### src/common/tsa_macros.svh
`ifndef TSA_MACROS_SVH
`define TSA_MACROS_SVH

// ordered-set symbol codes
`define TSA_COM           8'hBC  // comma, always symbol 0
`define TSA_PAD           8'hF7  // link/lane not assigned yet
`define TSA_TS1_ID        8'h4A
`define TSA_TS2_ID        8'h45
`define TSA_NFTS          8'hFF  // symbol 3
`define TSA_RATE_SUPPORT  8'h02  // symbol 4

// link number this port hands out when it is the downstream side
`define TSA_LINK_NUM      8'h01

// training state codes, upper nibble of ts_info
`define TSA_ST_POLL       4'd2
`define TSA_ST_CFG        4'd3

// substate codes, lower nibble of ts_info
`define TSA_SUB_POLL_ACTIVE 4'd1
`define TSA_SUB_POLL_CFG    4'd2
`define TSA_SUB_LW_START    4'd0
`define TSA_SUB_LW_ACC      4'd1

// number of ordered sets to receive before a transition
`define TSA_RX_NUM_LONG   8'd8   // polling phases and linkwidth.start
`define TSA_RX_NUM_SHORT  8'd2   // usp linkwidth.accept
`define TSA_RX_NUM_NONE   8'd0   // dsp linkwidth.accept moves on at once

// mode input, 0 means upstream port
`define TSA_MODE_DSP      1'b1

// mask bit per symbol, symbol 0 sits in the top bit like in ts_word_t
`define TSA_MASK_ALL      16'hFFFF
`define TSA_MASK_SYM1     14
`define TSA_MASK_SYM2     13

`endif

### src/common/tsa_pkg.sv
`default_nettype none

package tsa_pkg;

    // one 8b symbol of an ordered set
    typedef logic [7:0] symbol_t;

    // full 16-symbol ordered set, symbol 0 in bits 127:120
    typedef logic [127:0] ts_word_t;

    // one bit per symbol, 1 = compared
    typedef logic [15:0] ts_mask_t;

    typedef logic [7:0] rx_count_t;

    // [7:4] training state, [3:0] substate
    typedef logic [7:0] ts_info_t;

    typedef logic [3:0] lane_id_t;

    // which expectation set is loaded
    typedef enum logic [2:0] {
        PHASE_NONE        = 3'd0,
        PHASE_POLL_ACTIVE = 3'd1,
        PHASE_POLL_CFG    = 3'd2,
        PHASE_CFG_LW_START = 3'd3,
        PHASE_CFG_LW_ACC  = 3'd4
    } tsa_phase_e;

    // receive side is either waiting for an update or counting
    typedef enum logic {
        RX_IDLE  = 1'b0,
        RX_ARMED = 1'b1
    } rx_state_e;

endpackage

`default_nettype wire

### src/tsa/ts_expect_decode.sv
`timescale 1ns/1ps
`default_nettype none
`include "tsa_macros.svh"

module ts_expect_decode (
    input  wire logic               clk,
    input  wire logic               rst,
    input  wire tsa_pkg::ts_info_t  ts_info,
    input  wire logic               ts_update,
    input  wire logic               mode,
    input  wire tsa_pkg::symbol_t   link_num,
    output logic                    ts_update_ack,
    output logic                    accept,
    output logic                    armed,
    output logic                    is_dsp,
    output tsa_pkg::tsa_phase_e     phase,
    output tsa_pkg::ts_word_t       expected,
    output tsa_pkg::ts_mask_t       mask,
    output tsa_pkg::rx_count_t      target
);

    import tsa_pkg::*;

    rx_state_e  state;
    logic       take;        // update accepted at this edge
    logic       dsp_nxt;
    tsa_phase_e phase_nxt;
    rx_count_t  target_nxt;
    ts_word_t   exp_nxt;
    ts_mask_t   mask_nxt;
    symbol_t    id_sym;

    // level request, single ack cycle, so a held request is not taken twice
    assign take    = ts_update && !ts_update_ack;
    assign dsp_nxt = (mode == `TSA_MODE_DSP);

    always_comb begin
        phase_nxt = PHASE_NONE;
        if (ts_info[7:4] == `TSA_ST_POLL) begin
            if (ts_info[3:0] == `TSA_SUB_POLL_ACTIVE)
                phase_nxt = PHASE_POLL_ACTIVE;
            else if (ts_info[3:0] == `TSA_SUB_POLL_CFG)
                phase_nxt = PHASE_POLL_CFG;
        end else if (ts_info[7:4] == `TSA_ST_CFG) begin
            if (ts_info[3:0] == `TSA_SUB_LW_START)
                phase_nxt = PHASE_CFG_LW_START;
            else if (ts_info[3:0] == `TSA_SUB_LW_ACC)
                phase_nxt = PHASE_CFG_LW_ACC;
        end
    end

    // expected ordered set, mask and count for the decoded phase
    always_comb begin
        id_sym     = (phase_nxt == PHASE_POLL_CFG) ? `TSA_TS2_ID : `TSA_TS1_ID;
        exp_nxt    = {16{id_sym}};            // symbols 6..15
        exp_nxt[127:120] = `TSA_COM;
        exp_nxt[119:112] = `TSA_PAD;
        exp_nxt[111:104] = `TSA_PAD;
        exp_nxt[103:96]  = `TSA_NFTS;
        exp_nxt[95:88]   = `TSA_RATE_SUPPORT;
        exp_nxt[87:80]   = 8'h00;
        mask_nxt   = `TSA_MASK_ALL;
        target_nxt = `TSA_RX_NUM_LONG;
        case (phase_nxt)
            PHASE_CFG_LW_START: begin
                mask_nxt[`TSA_MASK_SYM1] = 1'b0;   // link number checked later
            end
            PHASE_CFG_LW_ACC: begin
                exp_nxt[119:112] = link_num;       // partner echoes our link
                mask_nxt[`TSA_MASK_SYM2] = 1'b0;   // lane number checked later
                target_nxt = dsp_nxt ? `TSA_RX_NUM_NONE : `TSA_RX_NUM_SHORT;
            end
            PHASE_NONE: target_nxt = `TSA_RX_NUM_NONE;
            default: ;
        endcase
    end

    always_ff @(posedge clk) begin
        if (rst) begin
            state         <= RX_IDLE;
            ts_update_ack <= 1'b0;
            phase         <= PHASE_NONE;
            is_dsp        <= 1'b0;
            target        <= '0;
        end else begin
            ts_update_ack <= take;
            if (take) begin
                // an unknown code parks the receiver, nothing is counted
                state  <= (phase_nxt == PHASE_NONE) ? RX_IDLE : RX_ARMED;
                phase  <= phase_nxt;
                is_dsp <= dsp_nxt;
                target <= target_nxt;
            end
        end
    end

    always_ff @(posedge clk) begin
        if (take) begin
            expected <= exp_nxt;
            mask     <= mask_nxt;
        end
    end

    assign accept = ts_update_ack;  // same cycle as the ack by definition
    assign armed  = (state == RX_ARMED);

    // the requester drops ts_update while the ack is high, so no second accept follows
    update_dropped_on_ack: assert property (
        @(posedge clk) disable iff (rst) ts_update_ack |-> !ts_update
    );

endmodule

`default_nettype wire

### src/tsa/ts_match_count.sv
`timescale 1ns/1ps
`default_nettype none
`include "tsa_macros.svh"

module ts_match_count (
    input  wire logic                clk,
    input  wire logic                rst,
    input  wire logic                remote_ts_valid,
    input  wire tsa_pkg::ts_word_t   remote_ts,
    input  wire tsa_pkg::ts_word_t   expected,
    input  wire tsa_pkg::ts_mask_t   mask,
    input  wire tsa_pkg::rx_count_t  target,
    input  wire tsa_pkg::tsa_phase_e phase,
    input  wire logic                is_dsp,
    input  wire logic                armed,
    input  wire logic                accept,
    input  wire logic                ts_sent_enough,
    input  wire tsa_pkg::lane_id_t   lane_num,
    output logic                     match_vld,
    output logic                     count_vld,
    output tsa_pkg::symbol_t         rx_symbol1,
    output tsa_pkg::symbol_t         rx_symbol2,
    output logic                     target_hit
);

    import tsa_pkg::*;

    ts_mask_t  sym_ok;
    logic      masked_match;
    logic      phase_ok;
    logic      sent_ok;
    logic      reached;
    logic      hit_cond;
    logic      hit_done;   // one transition per update
    rx_count_t count;
    symbol_t   lane_sym;

    assign lane_sym = {4'h0, lane_num};

    // mask bit 15-i covers symbol i
    always_comb begin
        for (int i = 0; i < 16; i++) begin
            sym_ok[15-i] = !mask[15-i] ||
                           (remote_ts[127-8*i -: 8] == expected[127-8*i -: 8]);
        end
    end

    assign masked_match = &sym_ok;

    always_comb begin
        phase_ok = 1'b1;
        if (phase == PHASE_CFG_LW_START && is_dsp)
            phase_ok = (remote_ts[119:112] == `TSA_LINK_NUM);
        else if (phase == PHASE_CFG_LW_ACC && !is_dsp)
            phase_ok = (remote_ts[111:104] == lane_sym);
    end

    // polling may only move on once our own side has sent enough
    assign sent_ok  = (phase == PHASE_POLL_ACTIVE || phase == PHASE_POLL_CFG) ?
                      ts_sent_enough : 1'b1;
    // a zero target is met in the accept cycle, the old count is stale there
    assign reached  = accept ? (target == '0) : (!hit_done && count >= target);
    assign hit_cond = armed && !target_hit && sent_ok && reached;

    always_ff @(posedge clk) begin
        if (rst) begin
            match_vld <= 1'b0;
            count_vld <= 1'b0;
        end else begin
            match_vld <= remote_ts_valid && armed && masked_match;
            count_vld <= remote_ts_valid && armed && masked_match && phase_ok;
        end
    end

    always_ff @(posedge clk) begin
        if (remote_ts_valid) begin
            rx_symbol1 <= remote_ts[119:112];
            rx_symbol2 <= remote_ts[111:104];
        end
    end

    always_ff @(posedge clk) begin
        if (rst) begin
            count      <= '0;
            target_hit <= 1'b0;
            hit_done   <= 1'b0;
        end else begin
            target_hit <= hit_cond;
            if (accept) begin
                count    <= '0;
                hit_done <= 1'b0;
            end else if (target_hit) begin
                count    <= '0;
                hit_done <= 1'b1;
            end else if (count_vld && count != 8'hFF) begin
                count <= count + 8'd1;     // saturates while sent_enough is low
            end
        end
    end

    // a hit may only coincide with a new update that disarms the receiver
    hit_while_armed: assert property (
        @(posedge clk) disable iff (rst) target_hit |-> (armed || accept)
    );

endmodule

`default_nettype wire

### src/tsa/ts_transition_result.sv
`timescale 1ns/1ps
`default_nettype none

module ts_transition_result (
    input  wire logic                clk,
    input  wire logic                rst,
    input  wire logic                accept,
    input  wire logic                target_hit,
    input  wire logic                match_vld,
    input  wire logic                count_vld,
    input  wire logic                is_dsp,
    input  wire tsa_pkg::tsa_phase_e phase,
    input  wire tsa_pkg::symbol_t    rx_symbol1,
    input  wire tsa_pkg::symbol_t    rx_symbol2,
    output logic                     tsa_p_a2c,
    output logic                     tsa_p2c,
    output logic                     tsa_c_ws2wa,
    output logic                     tsa_c_wa2nw,
    output tsa_pkg::symbol_t         rcv_link_num,
    output tsa_pkg::symbol_t         rcv_lane_num,
    output logic                     rcv_link_num_vld,
    output logic                     rcv_lane_num_vld
);

    import tsa_pkg::*;

    logic usp_lw_start;
    logic usp_lw_acc;

    // a match pulse from before the update belongs to the old phase
    assign usp_lw_start = match_vld && !accept && !is_dsp &&
                          (phase == PHASE_CFG_LW_START);
    assign usp_lw_acc   = match_vld && !accept && !is_dsp &&
                          (phase == PHASE_CFG_LW_ACC);

    always_ff @(posedge clk) begin
        if (rst || accept) begin
            tsa_p_a2c   <= 1'b0;
            tsa_p2c     <= 1'b0;
            tsa_c_ws2wa <= 1'b0;
            tsa_c_wa2nw <= 1'b0;
        end else if (target_hit) begin
            case (phase)
                PHASE_POLL_ACTIVE:  tsa_p_a2c   <= 1'b1;
                PHASE_POLL_CFG:     tsa_p2c     <= 1'b1;
                PHASE_CFG_LW_START: tsa_c_ws2wa <= 1'b1;
                PHASE_CFG_LW_ACC:   tsa_c_wa2nw <= 1'b1;
                default: ;
            endcase
        end
    end

    // link number stays valid into linkwidth.accept, where it is echoed
    always_ff @(posedge clk) begin
        if (rst) begin
            rcv_link_num     <= '0;
            rcv_link_num_vld <= 1'b0;
        end else if (usp_lw_start) begin
            rcv_link_num     <= rx_symbol1;
            rcv_link_num_vld <= 1'b1;
        end
    end

    // lane is shown even when wrong, valid only if it was ours
    always_ff @(posedge clk) begin
        if (rst) begin
            rcv_lane_num     <= '0;
            rcv_lane_num_vld <= 1'b0;
        end else if (usp_lw_acc) begin
            rcv_lane_num     <= rx_symbol2;
            rcv_lane_num_vld <= count_vld;
        end
    end

    // phase only changes on accept, which clears every flag
    one_flag_at_most: assert property (
        @(posedge clk) disable iff (rst)
        $onehot0({tsa_p_a2c, tsa_p2c, tsa_c_ws2wa, tsa_c_wa2nw})
    );

endmodule

`default_nettype wire

### src/tsa/tsa_top.sv
`timescale 1ns/1ps
`default_nettype none

module tsa_top (
    input  wire logic               clk,
    input  wire logic               rst,
    input  wire tsa_pkg::ts_info_t  ts_info,
    input  wire logic               ts_update,
    input  wire logic               mode,
    input  wire logic               ts_sent_enough,
    input  wire tsa_pkg::lane_id_t  lane_num,
    input  wire logic               remote_ts_valid,
    input  wire tsa_pkg::ts_word_t  remote_ts,
    output logic                    ts_update_ack,
    output tsa_pkg::symbol_t        rcv_link_num,
    output tsa_pkg::symbol_t        rcv_lane_num,
    output logic                    rcv_link_num_vld,
    output logic                    rcv_lane_num_vld,
    output logic                    tsa_p_a2c,
    output logic                    tsa_p2c,
    output logic                    tsa_c_ws2wa,
    output logic                    tsa_c_wa2nw
);

    import tsa_pkg::*;

    logic       accept;
    logic       armed;
    logic       is_dsp;
    tsa_phase_e phase;
    ts_word_t   expected;
    ts_mask_t   mask;
    rx_count_t  target;
    logic       match_vld;
    logic       count_vld;
    logic       target_hit;
    symbol_t    rx_symbol1;
    symbol_t    rx_symbol2;

    ts_expect_decode u_decode (
        .clk           (clk),
        .rst           (rst),
        .ts_info       (ts_info),
        .ts_update     (ts_update),
        .mode          (mode),
        .link_num      (rcv_link_num),  // captured in usp linkwidth.start
        .ts_update_ack (ts_update_ack),
        .accept        (accept),
        .armed         (armed),
        .is_dsp        (is_dsp),
        .phase         (phase),
        .expected      (expected),
        .mask          (mask),
        .target        (target)
    );

    ts_match_count u_match (
        .clk             (clk),
        .rst             (rst),
        .remote_ts_valid (remote_ts_valid),
        .remote_ts       (remote_ts),
        .expected        (expected),
        .mask            (mask),
        .target          (target),
        .phase           (phase),
        .is_dsp          (is_dsp),
        .armed           (armed),
        .accept          (accept),
        .ts_sent_enough  (ts_sent_enough),
        .lane_num        (lane_num),
        .match_vld       (match_vld),
        .count_vld       (count_vld),
        .rx_symbol1      (rx_symbol1),
        .rx_symbol2      (rx_symbol2),
        .target_hit      (target_hit)
    );

    ts_transition_result u_result (
        .clk              (clk),
        .rst              (rst),
        .accept           (accept),
        .target_hit       (target_hit),
        .match_vld        (match_vld),
        .count_vld        (count_vld),
        .is_dsp           (is_dsp),
        .phase            (phase),
        .rx_symbol1       (rx_symbol1),
        .rx_symbol2       (rx_symbol2),
        .tsa_p_a2c        (tsa_p_a2c),
        .tsa_p2c          (tsa_p2c),
        .tsa_c_ws2wa      (tsa_c_ws2wa),
        .tsa_c_wa2nw      (tsa_c_wa2nw),
        .rcv_link_num     (rcv_link_num),
        .rcv_lane_num     (rcv_lane_num),
        .rcv_link_num_vld (rcv_link_num_vld),
        .rcv_lane_num_vld (rcv_lane_num_vld)
    );

endmodule

`default_nettype wire

### config.mk
export PLATFORM = sky130hd
export DESIGN_NAME = tsa_top
export DESIGN_NICKNAME = d
export VERILOG_FILES = /design/src/common/tsa_pkg.sv /design/src/tsa/ts_expect_decode.sv /design/src/tsa/ts_match_count.sv /design/src/tsa/ts_transition_result.sv /design/src/tsa/tsa_top.sv
export VERILOG_INCLUDE_DIRS = /design/src /design/src/common
export SDC_FILE = /design/constraint.sdc
export NUM_CORES = 1
export LEC_CHECK = 0
export BUFFER_PORTS_ARGS = -buffer_cell sky130_fd_sc_hd__buf_4
export CORE_AREA = 2 2 88 82
export CTS_BUF_LIST = sky130_fd_sc_hd__clkbuf_4
export DETAILED_ROUTE_END_ITERATION = 6
export DIE_AREA = 0 0 90 84
export PLACE_DENSITY = 0.85
export REMOVE_ABC_BUFFERS = 1
export SLEW_MARGIN = 10
export SYNTH_ARGS = -nofsm -noshare
export SYNTH_HDL_FRONTEND = slang
export SYNTH_SLANG_ARGS = --single-unit
### constraint.sdc
create_clock -name clk -period 2.9 [get_ports clk]
set_input_delay 0.58 -clock clk [delete_from_list [all_inputs] [get_ports clk]]
set_output_delay 0.58 -clock clk [all_outputs]
set_load 0.05 [all_outputs]
==> results of run 1 <==
## layout make-up
class / instances / area [um^2]
sequential: 70 / 1680
clock inverter: 6 / 68.8
inverter: 9 / 33.8
multi-input combinational: 225 / 1490
tap: 93 / 116
clock buffer: 10 / 75.1
fill: 512 / 2020
timing repair buffer: 168 / 1260
## layer usage
| metal | up-vias | GRT usage | share of wire |
|---|---|---|---|
| met1 | 1451 | 0.282 | 0.42 |
| met2 | 97 | 0.411 | 0.51 |
| met5 | - | 0 | 0 |
| li1 | 1518 | - | - |
| met3 | 12 | 0.0696 | 0.053 |
| met4 | 0 | 0.0545 | 0.014 |
## power groups by stage
stage / clock network (uW) / logic [uW] / registers (uW)
after detailed placement: 0 / 243 / 1090
after global placement: 0 / 237 / 1080
after floorplan: 0 / 52.9 / 1080
final: 632 / 243 / 1060
after CTS: 640 / 244 / 1060
after global routing: 682 / 265 / 1070
## cells in the final DEF, fill, tap and decap left out, types with 2 or more instances in the layout
| master | netlist | layout |
|---|---|---|
| sky130_fd_sc_hd__buf_4 | 0 | 168 |
| sky130_fd_sc_hd__dfxtp_1 | 42 | 42 |
| sky130_fd_sc_hd__nor2_1 | 33 | 33 |
| sky130_fd_sc_hd__edfxtp_1 | 28 | 28 |
| sky130_fd_sc_hd__mux2i_1 | 24 | 24 |
| sky130_fd_sc_hd__nand2_1 | 18 | 18 |
| sky130_fd_sc_hd__nand4_1 | 16 | 16 |
| sky130_fd_sc_hd__nor4_1 | 14 | 14 |
| sky130_fd_sc_hd__xor2_1 | 14 | 14 |
| sky130_fd_sc_hd__a21oi_1 | 11 | 11 |
| sky130_fd_sc_hd__nor3_1 | 10 | 10 |
| sky130_fd_sc_hd__nor4b_1 | 10 | 10 |
| sky130_fd_sc_hd__clkbuf_4 | 0 | 10 |
| sky130_fd_sc_hd__inv_1 | 9 | 9 |
| sky130_fd_sc_hd__nand3_1 | 9 | 9 |
| sky130_fd_sc_hd__or2_2 | 7 | 7 |
| sky130_fd_sc_hd__or4_1 | 7 | 7 |
| sky130_fd_sc_hd__o21ai_0 | 5 | 5 |
| sky130_fd_sc_hd__xnor2_1 | 4 | 4 |
| sky130_fd_sc_hd__nand4b_1 | 3 | 3 |
| sky130_fd_sc_hd__or3_1 | 3 | 3 |
| sky130_fd_sc_hd__and4_1 | 3 | 3 |
| sky130_fd_sc_hd__a211oi_1 | 3 | 3 |
| sky130_fd_sc_hd__o21a_1 | 3 | 3 |
| sky130_fd_sc_hd__and3_1 | 3 | 3 |
| sky130_fd_sc_hd__ha_1 | 3 | 3 |
| sky130_fd_sc_hd__nand2b_1 | 2 | 2 |
| sky130_fd_sc_hd__and2_1 | 2 | 2 |
| sky130_fd_sc_hd__a311oi_1 | 2 | 2 |
| sky130_fd_sc_hd__nor3b_1 | 2 | 2 |
| sky130_fd_sc_hd__nor4bb_1 | 2 | 2 |
| sky130_fd_sc_hd__nor2b_1 | 2 | 2 |
| sky130_fd_sc_hd__clkinvlp_4 | 0 | 2 |
## worst paths after layout
check / endpoint / slack [ns] / startpoint
setup / recovery: u_match.count_vld / 1.04 / u_decode.expected[74]
hold / removal: u_match.rx_symbol2[5] / 0.34 / remote_ts[109]
setup reg to reg: u_match.count_vld / 1.04 / u_decode.expected[74]
hold reg to reg: u_decode.target[1] / 0.49 / u_decode.target[1]
## cells by family (layout without fill, tap and decap cells)
kind of cell             Yosys count  count (layout)  synth area share
AND/OR/NAND/NOR                  149             149             0.264
flip-flops                        70              70             0.520
AO/OA/AOI/OAI                     31              31            0.0627
multiplexers                      24              24            0.0743
XOR/XNOR                          18              18            0.0488
buffers and inverters             16             193            0.0186
adder cells (fa/ha/maj)            3               3            0.0116
## registers in the layout (all words and copies together) (netlist names), 2 cells and up
signal / cells
u_result.rcv_link_num: 8
u_match.rx_symbol2: 8
u_match.count: 8
u_result.rcv_lane_num: 8
u_decode.expected: 10
u_decode.phase: 3
u_decode.mask: 2
u_match.rx_symbol1: 8
u_decode.target: 2
## through the flow
stage	std cells	hold slack, ns	power (uW)	setup slack, ns	area [um^2]
5_1_grt	581	0.300	2010	0.888	4730
2_1_floorplan	304	0.442	1140	1.04	3210
4_1_cts	581	0.318	1950	1.04	4730
6_report	581	0.338	1940	1.04	4730
3_3_place_gp	565	0.454	1320	0.714	4580
3_5_place_dp	565	0.463	1330	0.609	4580
## Yosys cell counts, types with 4 or more instances
cell and n:
sky130_fd_sc_hd__a21oi_1 11, sky130_fd_sc_hd__clkbuf_1 6, sky130_fd_sc_hd__dfxtp_1 42, sky130_fd_sc_hd__edfxtp_1 28, sky130_fd_sc_hd__inv_1 9, sky130_fd_sc_hd__mux2i_1 24
sky130_fd_sc_hd__nand2_1 18, sky130_fd_sc_hd__nand3_1 9, sky130_fd_sc_hd__nand4_1 16, sky130_fd_sc_hd__nor2_1 33, sky130_fd_sc_hd__nor3_1 10, sky130_fd_sc_hd__nor4_1 14
sky130_fd_sc_hd__nor4b_1 10, sky130_fd_sc_hd__o21ai_0 5, sky130_fd_sc_hd__or2_2 7, sky130_fd_sc_hd__or4_1 7, sky130_fd_sc_hd__xnor2_1 4, sky130_fd_sc_hd__xor2_1 14
## critical path: cells and delay by family (launching register included)
kind | cells | cell delay [ns]
compound gates | 1 | 0.25
flops | 1 | 0.52
mux | 1 | 0.14
simple gates | 3 | 0.91
==> results.md, run 1 <==
- The cell count after synthesis came out at 311.
- The most common flop cell mapped by yosys is sky130_fd_sc_hd__dfxtp_1.
- The total of warnings raised by yosys is 0.
- The share of the cycle needed by the critical path after routing is 0.643.
- The path type of the worst min-delay path is input pin to flop.
- Setup repair after global routing left no endpoint under its margin.
- The width of the die is 90 um.
- The die span in y is 84 um.
- Across the run, the number of max-cap violations was 0.
- Entering global routing, the biggest net connects 31 pins.
- The number of flops mapped to enable cells by yosys is 28.
- The number of port buffers is 168.
- Internal power comes to 1480 uW.
- The number of hold buffers added after CTS was 0.
- The number of global-route vias before repair is 3013.
- The measured slew at the worst slew-check pin is 0.588 ns.
- Ranked by total cell area, the synthesized netlist is headed by sky130_fd_sc_hd__dfxtp_1 26%, sky130_fd_sc_hd__edfxtp_1 26%, sky130_fd_sc_hd__mux2i_1 7.4%.
- At the later pin of the worst-skew pair, clock insertion delay measures 0.43 ns.
- The nature of the critical path endpoint is a flop.
- The count of vias placed by the detailed router is 3078.
- The core region is ~0.0067 mm^2.
- The share of total power dissipated in sequential elements is 0.548.
- The clock network fraction of total power is 0.326.
- The library cell contributing the largest single delay on the critical path is sky130_fd_sc_hd__or4_1.
- The startpoint class of the critical path is a flop.
- Dividing total power by cell area gives a power density of 410 mW/mm^2.
- The highest cell delay on the worst timing path is about 0.57 ns.
- The critical path class is flop to flop.
- The number of optimization iterations in the first detailed-route pass is 4.
- After detailed routing, the number of remaining DRC violations is 0.
- Between clock sinks in the finished design, the worst skew comes to about 0.016 ns.
- Global routing finished with a remaining overflow of 0.
- 0 antenna diodes ended up in the layout.
- Headroom to the max-slew limit came out at 0.607.
- For this design the top-level I/O count stands at 169.
- The fraction of post-synthesis cell area in the top cell type by area is 0.260.
- For this run, the register share of the synthesized area comes to 0.520.
- The global placement routability congestion is 0.846.
- The depth of the worst register-to-register path is 5.
- At the end of the flow, the number of nets in the layout was 632.
- Once layout is complete, the utilization of the core stands at 0.700.
- The detail route stage leaves a number of antenna-violating nets equal to 0.
- The tree built by TritonCTS fans out to 70 sinks.
- The root buffer cell is sky130_fd_sc_hd__clkbuf_4.
- The number of register bits inferred by synthesis is 70.
- The upper clock frequency limit is 536 MHz.
- Of all nets on the critical path, the largest fanout is 8.
- The CTS tree is built.
- Traced cell by cell, the critical path runs through or4_1, mux2i_1, nand4_1, a211oi_2, and4_1.
- The routed design has 8760 um of wire.
- The half-perimeter wire length after placement is 7020 um.
- The total track usage is 0.233.
- The number of vias per cell after detailed routing is 5.30.
- The routed length per placed instance is around 15 um.
- The synthesized netlist contains between 40 and 50 unique library cells.
- The maximum vdd drop is 328 uV.
- The number of antenna violations at the first check in global routing was 0.
- sky130_fd_sc_hd__dfxtp_1 takes more of the synthesized area than any other cell.
- The power spent charging and discharging nets is 458 uW.
- After routing, the total negative slack on setup checks comes to 0 ns.
- The number of max-slew violations in the final report is 0.
- The layout-stage area growth over the synthesis result is 46.3%.
- The analysis attributes to cell leakage a power of 0.00206 uW.
- Of the total power, combinational logic draws 0.126.
- At the worst endpoint, the required time is 3.27 ns.
- The post-cts gate resize count is 0.
- The floorplan step defined a die boundary enclosing 0.00756 mm^2.
- The switching part of the total is 0.236.
- The clock period minus worst slack is 1.86 ns.
- The initial utilization of the core area, before any placement, comes to 0.479.
- The share of final-layout standard cells stronger than drive strength 1 is 0.395.
- Clock-pin slew was measured on the worst setup and hold paths at ~0.12 ns.
- Data on the critical path arrives at its endpoint at 2.23 ns.
- The number of clock buffers added by TritonCTS is 9.
- The floorplan has 29 rows.
- Post-CTS timing repair inserted 0 buffers for setup.
- The total number of H-tree levels is 3.
- The number of setup violations in the final report is 0.
- The first global-routing pass estimated 14000 um of wire.
- The number of endpoints with negative hold slack in the final report is 0.
- The async set-or-reset flop fraction in the synthesized netlist is 0.
- Averaged over all synthesized cells, the footprint is just over 10 um^2.
- Counting instances, the worst hold path has a depth of 1.
- The flow ran to the end, and the final reports show no timing, DRC or antenna violations.
- The number of buffers on the longest clock path is 2.
- For this block, the initial DRC count from the detailed router was around 150.
- The cell area that synthesis handed to floorplanning was between 0.003 and 0.004 mm^2.
(Power assumes the default switching activity.)
==> run 2: changes to the inputs <==
--- a/config.mk
+++ b/config.mk
@@ -7,11 +7,11 @@
 export NUM_CORES = 1
 export LEC_CHECK = 0
 export BUFFER_PORTS_ARGS = -buffer_cell sky130_fd_sc_hd__buf_4
-export CORE_AREA = 2 2 88 82
+export CORE_AREA = 2 2 91 84
 export CTS_BUF_LIST = sky130_fd_sc_hd__clkbuf_4
 export DETAILED_ROUTE_END_ITERATION = 6
-export DIE_AREA = 0 0 90 84
-export PLACE_DENSITY = 0.85
+export DIE_AREA = 0 0 93 86
+export PLACE_DENSITY = 0.8
 export REMOVE_ABC_BUFFERS = 1
 export SLEW_MARGIN = 10
 export SYNTH_ARGS = -nofsm -noshare
==> constraint.sdc (replaced) <==
create_clock -name clk -period 1.8 [get_ports clk]
set_input_delay 0.36 -clock clk [delete_from_list [all_inputs] [get_ports clk]]
set_output_delay 0.36 -clock clk [all_outputs]
set_load 0.05 [all_outputs]
==> results.md, run 2 (same netlist as run 1, synthesis figures left out) <==
- The layout-stage area growth over the synthesis result is 50.8%.
- The number of placement rows came to 29 (unchanged).
- Walking the worst path, the cells encountered are or4_1, mux2i_1, nand4_1, a211oi_2, and4_1.
- The core outline area is 0.00697 mm^2 (+3.2%).
- The highest cell delay on the worst timing path is 0.54 ns (-0.03 ns).
- The clock net sink count came to 70 (unchanged).
- The net total in the final layout is 646 (+2.2%).
- The detailed-route DRC error count is 0 (unchanged).
- The half-perimeter wire length after placement is 7400 um (+5.5%).
- Leaving out fill and tap cells, the most frequent cells in the layout are 182 x sky130_fd_sc_hd__buf_4, 42 x sky130_fd_sc_hd__dfxtp_1, 33 x sky130_fd_sc_hd__nor2_1.
- The total track usage is 0.234 (+0.000278).
- The standby leakage power is 0.00215 uW (+4.4%).
- The initial core utilization is 0.464 (-0.0150).
- The data arrival time of the worst path came to 2.04 ns (-0.19 ns).
- The startpoint class of the critical path is a flop.
- The count of maximum capacitance violations came to 0 (unchanged).
- The proportion of power drawn by combinational gates is 0.122 (-0.004).
- The overall overflow remaining after global route came to 0 (unchanged).
- The CTS clock-pin slew for the worst setup and hold paths was 0.13 ns (about the same).
- The first-pass GRT wire length came to 14600 um (+4.0%).
- The most common cell after layout, fill and taps aside is sky130_fd_sc_hd__buf_4.
- The count of vias placed by the detailed router is 3143 (+2.1%).
- Setup repair after global routing left no endpoint under its margin.
- The largest net degree at the start of global routing is 30 (-3.2%).
- The maximum vdd drop came to 449 uV (+37%).
- The slowest stage of the critical path is the sky130_fd_sc_hd__or4_1 cell.
- The worst-case headroom to the max-slew limit came to 0.662 (+0.0547).
- The total wire length after detailed routing was 9130 um (+4.2%).
- The internal power of the cells is 2670 uW (+80%).
- The area of the die came to 0.00800 mm^2 (+5.8%).
- The number of optimization iterations in the first detailed-route pass came to 4 (unchanged).
- The I/O pin total is 169 (unchanged).
- The root buffer cell is sky130_fd_sc_hd__clkbuf_4.
- The number of buffers on the longest clock path is 2 (unchanged).
- The remaining antenna violation count after routing was 0 (unchanged).
- The total number of H-tree levels is 3 (unchanged).
- The worst clock skew on the final layout came to 0.0262 ns (+0.0103 ns).
- The sequential group share of total power was 0.505 (-0.043).
- The share of the cycle needed by the critical path after routing was 0.940 (+0.297).
- The buffering stage count on the worst path with inverters included is 0 (unchanged).
- The upper clock frequency limit is 591 MHz (+10%).
- The maximum fanout count along the critical path is 5 (-3).
- The total instance count after detailed placement is 576 (+1.9%).
- By startpoint and endpoint, the worst setup path is classified as flop to flop.
- The number of max-slew violations in the final report is 0 (unchanged).
- The worst path required time is 2.15 ns (-1.12 ns).
- The number of buffers inserted during clock tree synthesis is 9 (unchanged).
- The path type of the worst min-delay path is input pin to flop.
- The number of setup violations in the final report is 0 (unchanged).
- The non-filler instance count after layout is 595 (+2.4%).
- The clock period minus worst slack is 1.69 ns (-0.172 ns).
- The width of the die is 93 um (+3.3%).
- The share of final-layout standard cells stronger than drive strength 1 is 0.410 (+0.0149).
- The number of DRC markers after the initial detailed-route iteration is 76 (-49%).
- The die span in y is 86 um (+2.4%).
- The clock network fraction of total power is 0.374 (+0.048).
- The global placement routability congestion is 0.788 (-6.8%).
- The kind of cell with the highest combined delay along the critical path is simple AND/OR/NAND/NOR gates.
- The number of flip-flops under the largest register name came to 10 (unchanged).
- The nature of the critical path endpoint is a flop.
- The run finished with clean final reports.
- The number of vias per cell after detailed routing is 5.28 (-0.29%).
- The switching part of the total was 0.212 (-0.0243).
- The number of global-route vias before repair is 3259 (+8.2%).
- The power spent charging and discharging nets was 718 uW (+57%).
- The antenna diode instance count came to 0 (unchanged).
- The total power per unit cell area came to 695 mW/mm^2 (+70%).
- The number of endpoints with negative hold slack in the final report came to 0 (unchanged).
- The routed length per placed instance is 15.3 um (+1.7%).
- The number of port buffers is 168 (unchanged).
- The insertion delay to the later sink of the worst-skew pair is 0.42 ns (about the same).
- The number of antenna violations at the first check in global routing was 0 (unchanged).
- The sum of negative setup slack came to 0 ns (unchanged).
- TritonCTS built the clock tree.
- The measured slew at the worst slew-check pin came to 0.506 ns (-0.0826 ns).
- Counting flops per register, the top entry is u_decode.expected.
[run 2: worst paths after layout]
check	from	to	slack, ns	cells after the start
hold / removal	remote_ts[110]	u_match.rx_symbol2[6]	0.12	1
setup reg to reg	u_decode.expected[73]	u_match.count_vld	0.11	5
setup / recovery	u_decode.expected[73]	u_match.count_vld	0.11	5
hold reg to reg	u_match.hit_done	u_match.hit_done	0.48	1
[run 2: power groups by stage]
stage               clock network (uW)  logic, uW  registers [uW]
floorplan                            0       85.3            1750
global placement                     0        397            1740
detailed placement                   0        410            1750
CTS                               1290        413            1710
global route                      1340        447            1710
finish                            1270        413            1710
[run 2: what timing repair did]
item                                    4_1_cts  5_1_grt
hold buffers                                  0        0
pin swaps                                     0        8
endpoints found under the setup margin        1        2
resized for setup                             0        0
buffers inserted                              2        1
[run 2: per-layer routing]
| layer | vias to the layer above | global-route usage | routed length, um |
|---|---|---|---|
| li1 | 1543 | - | - |
| met1 | 1455 | 0.258 | 3640 |
| met2 | 124 | 0.425 | 4710 |
| met3 | 21 | 0.0650 | 575 |
| met4 | 0 | 0.0936 | 201 |
| met5 | - | 0 | 0 |
[run 2: layout make-up]
class                      count  area (um^2)
clock inverter                 6          111
multi-input combinational    225         1490
clock buffer                  10         75.1
timing repair buffer         182         1370
tap                           93          116
inverter                       9         33.8
fill                         566         2090
sequential                    70         1680
[run 2: worst reg2reg max path, cell delays in order, from the launching register on]
cell and delay, ns:
sky130_fd_sc_hd__edfxtp_1 0.44, sky130_fd_sc_hd__or4_1 0.54, sky130_fd_sc_hd__mux2i_1 0.15, sky130_fd_sc_hd__nand4_1 0.13, sky130_fd_sc_hd__a211oi_2 0.19, sky130_fd_sc_hd__and4_1 0.20
[run 2: through the flow]
stage                     area, um^2  hold slack [ns]  utilization  setup slack, ns  power, uW
after detailed placement        4670            0.456        0.670          -0.0248       2160
after CTS                       4870            0.104        0.699           0.0300       3410
after global routing            4870           0.0987        0.700           0.0199       3500
final                           4870            0.121        0.700            0.107       3390
after global placement          4670            0.450        0.670           0.0265       2140
after floorplan                 3210            0.429            -            0.165       1830
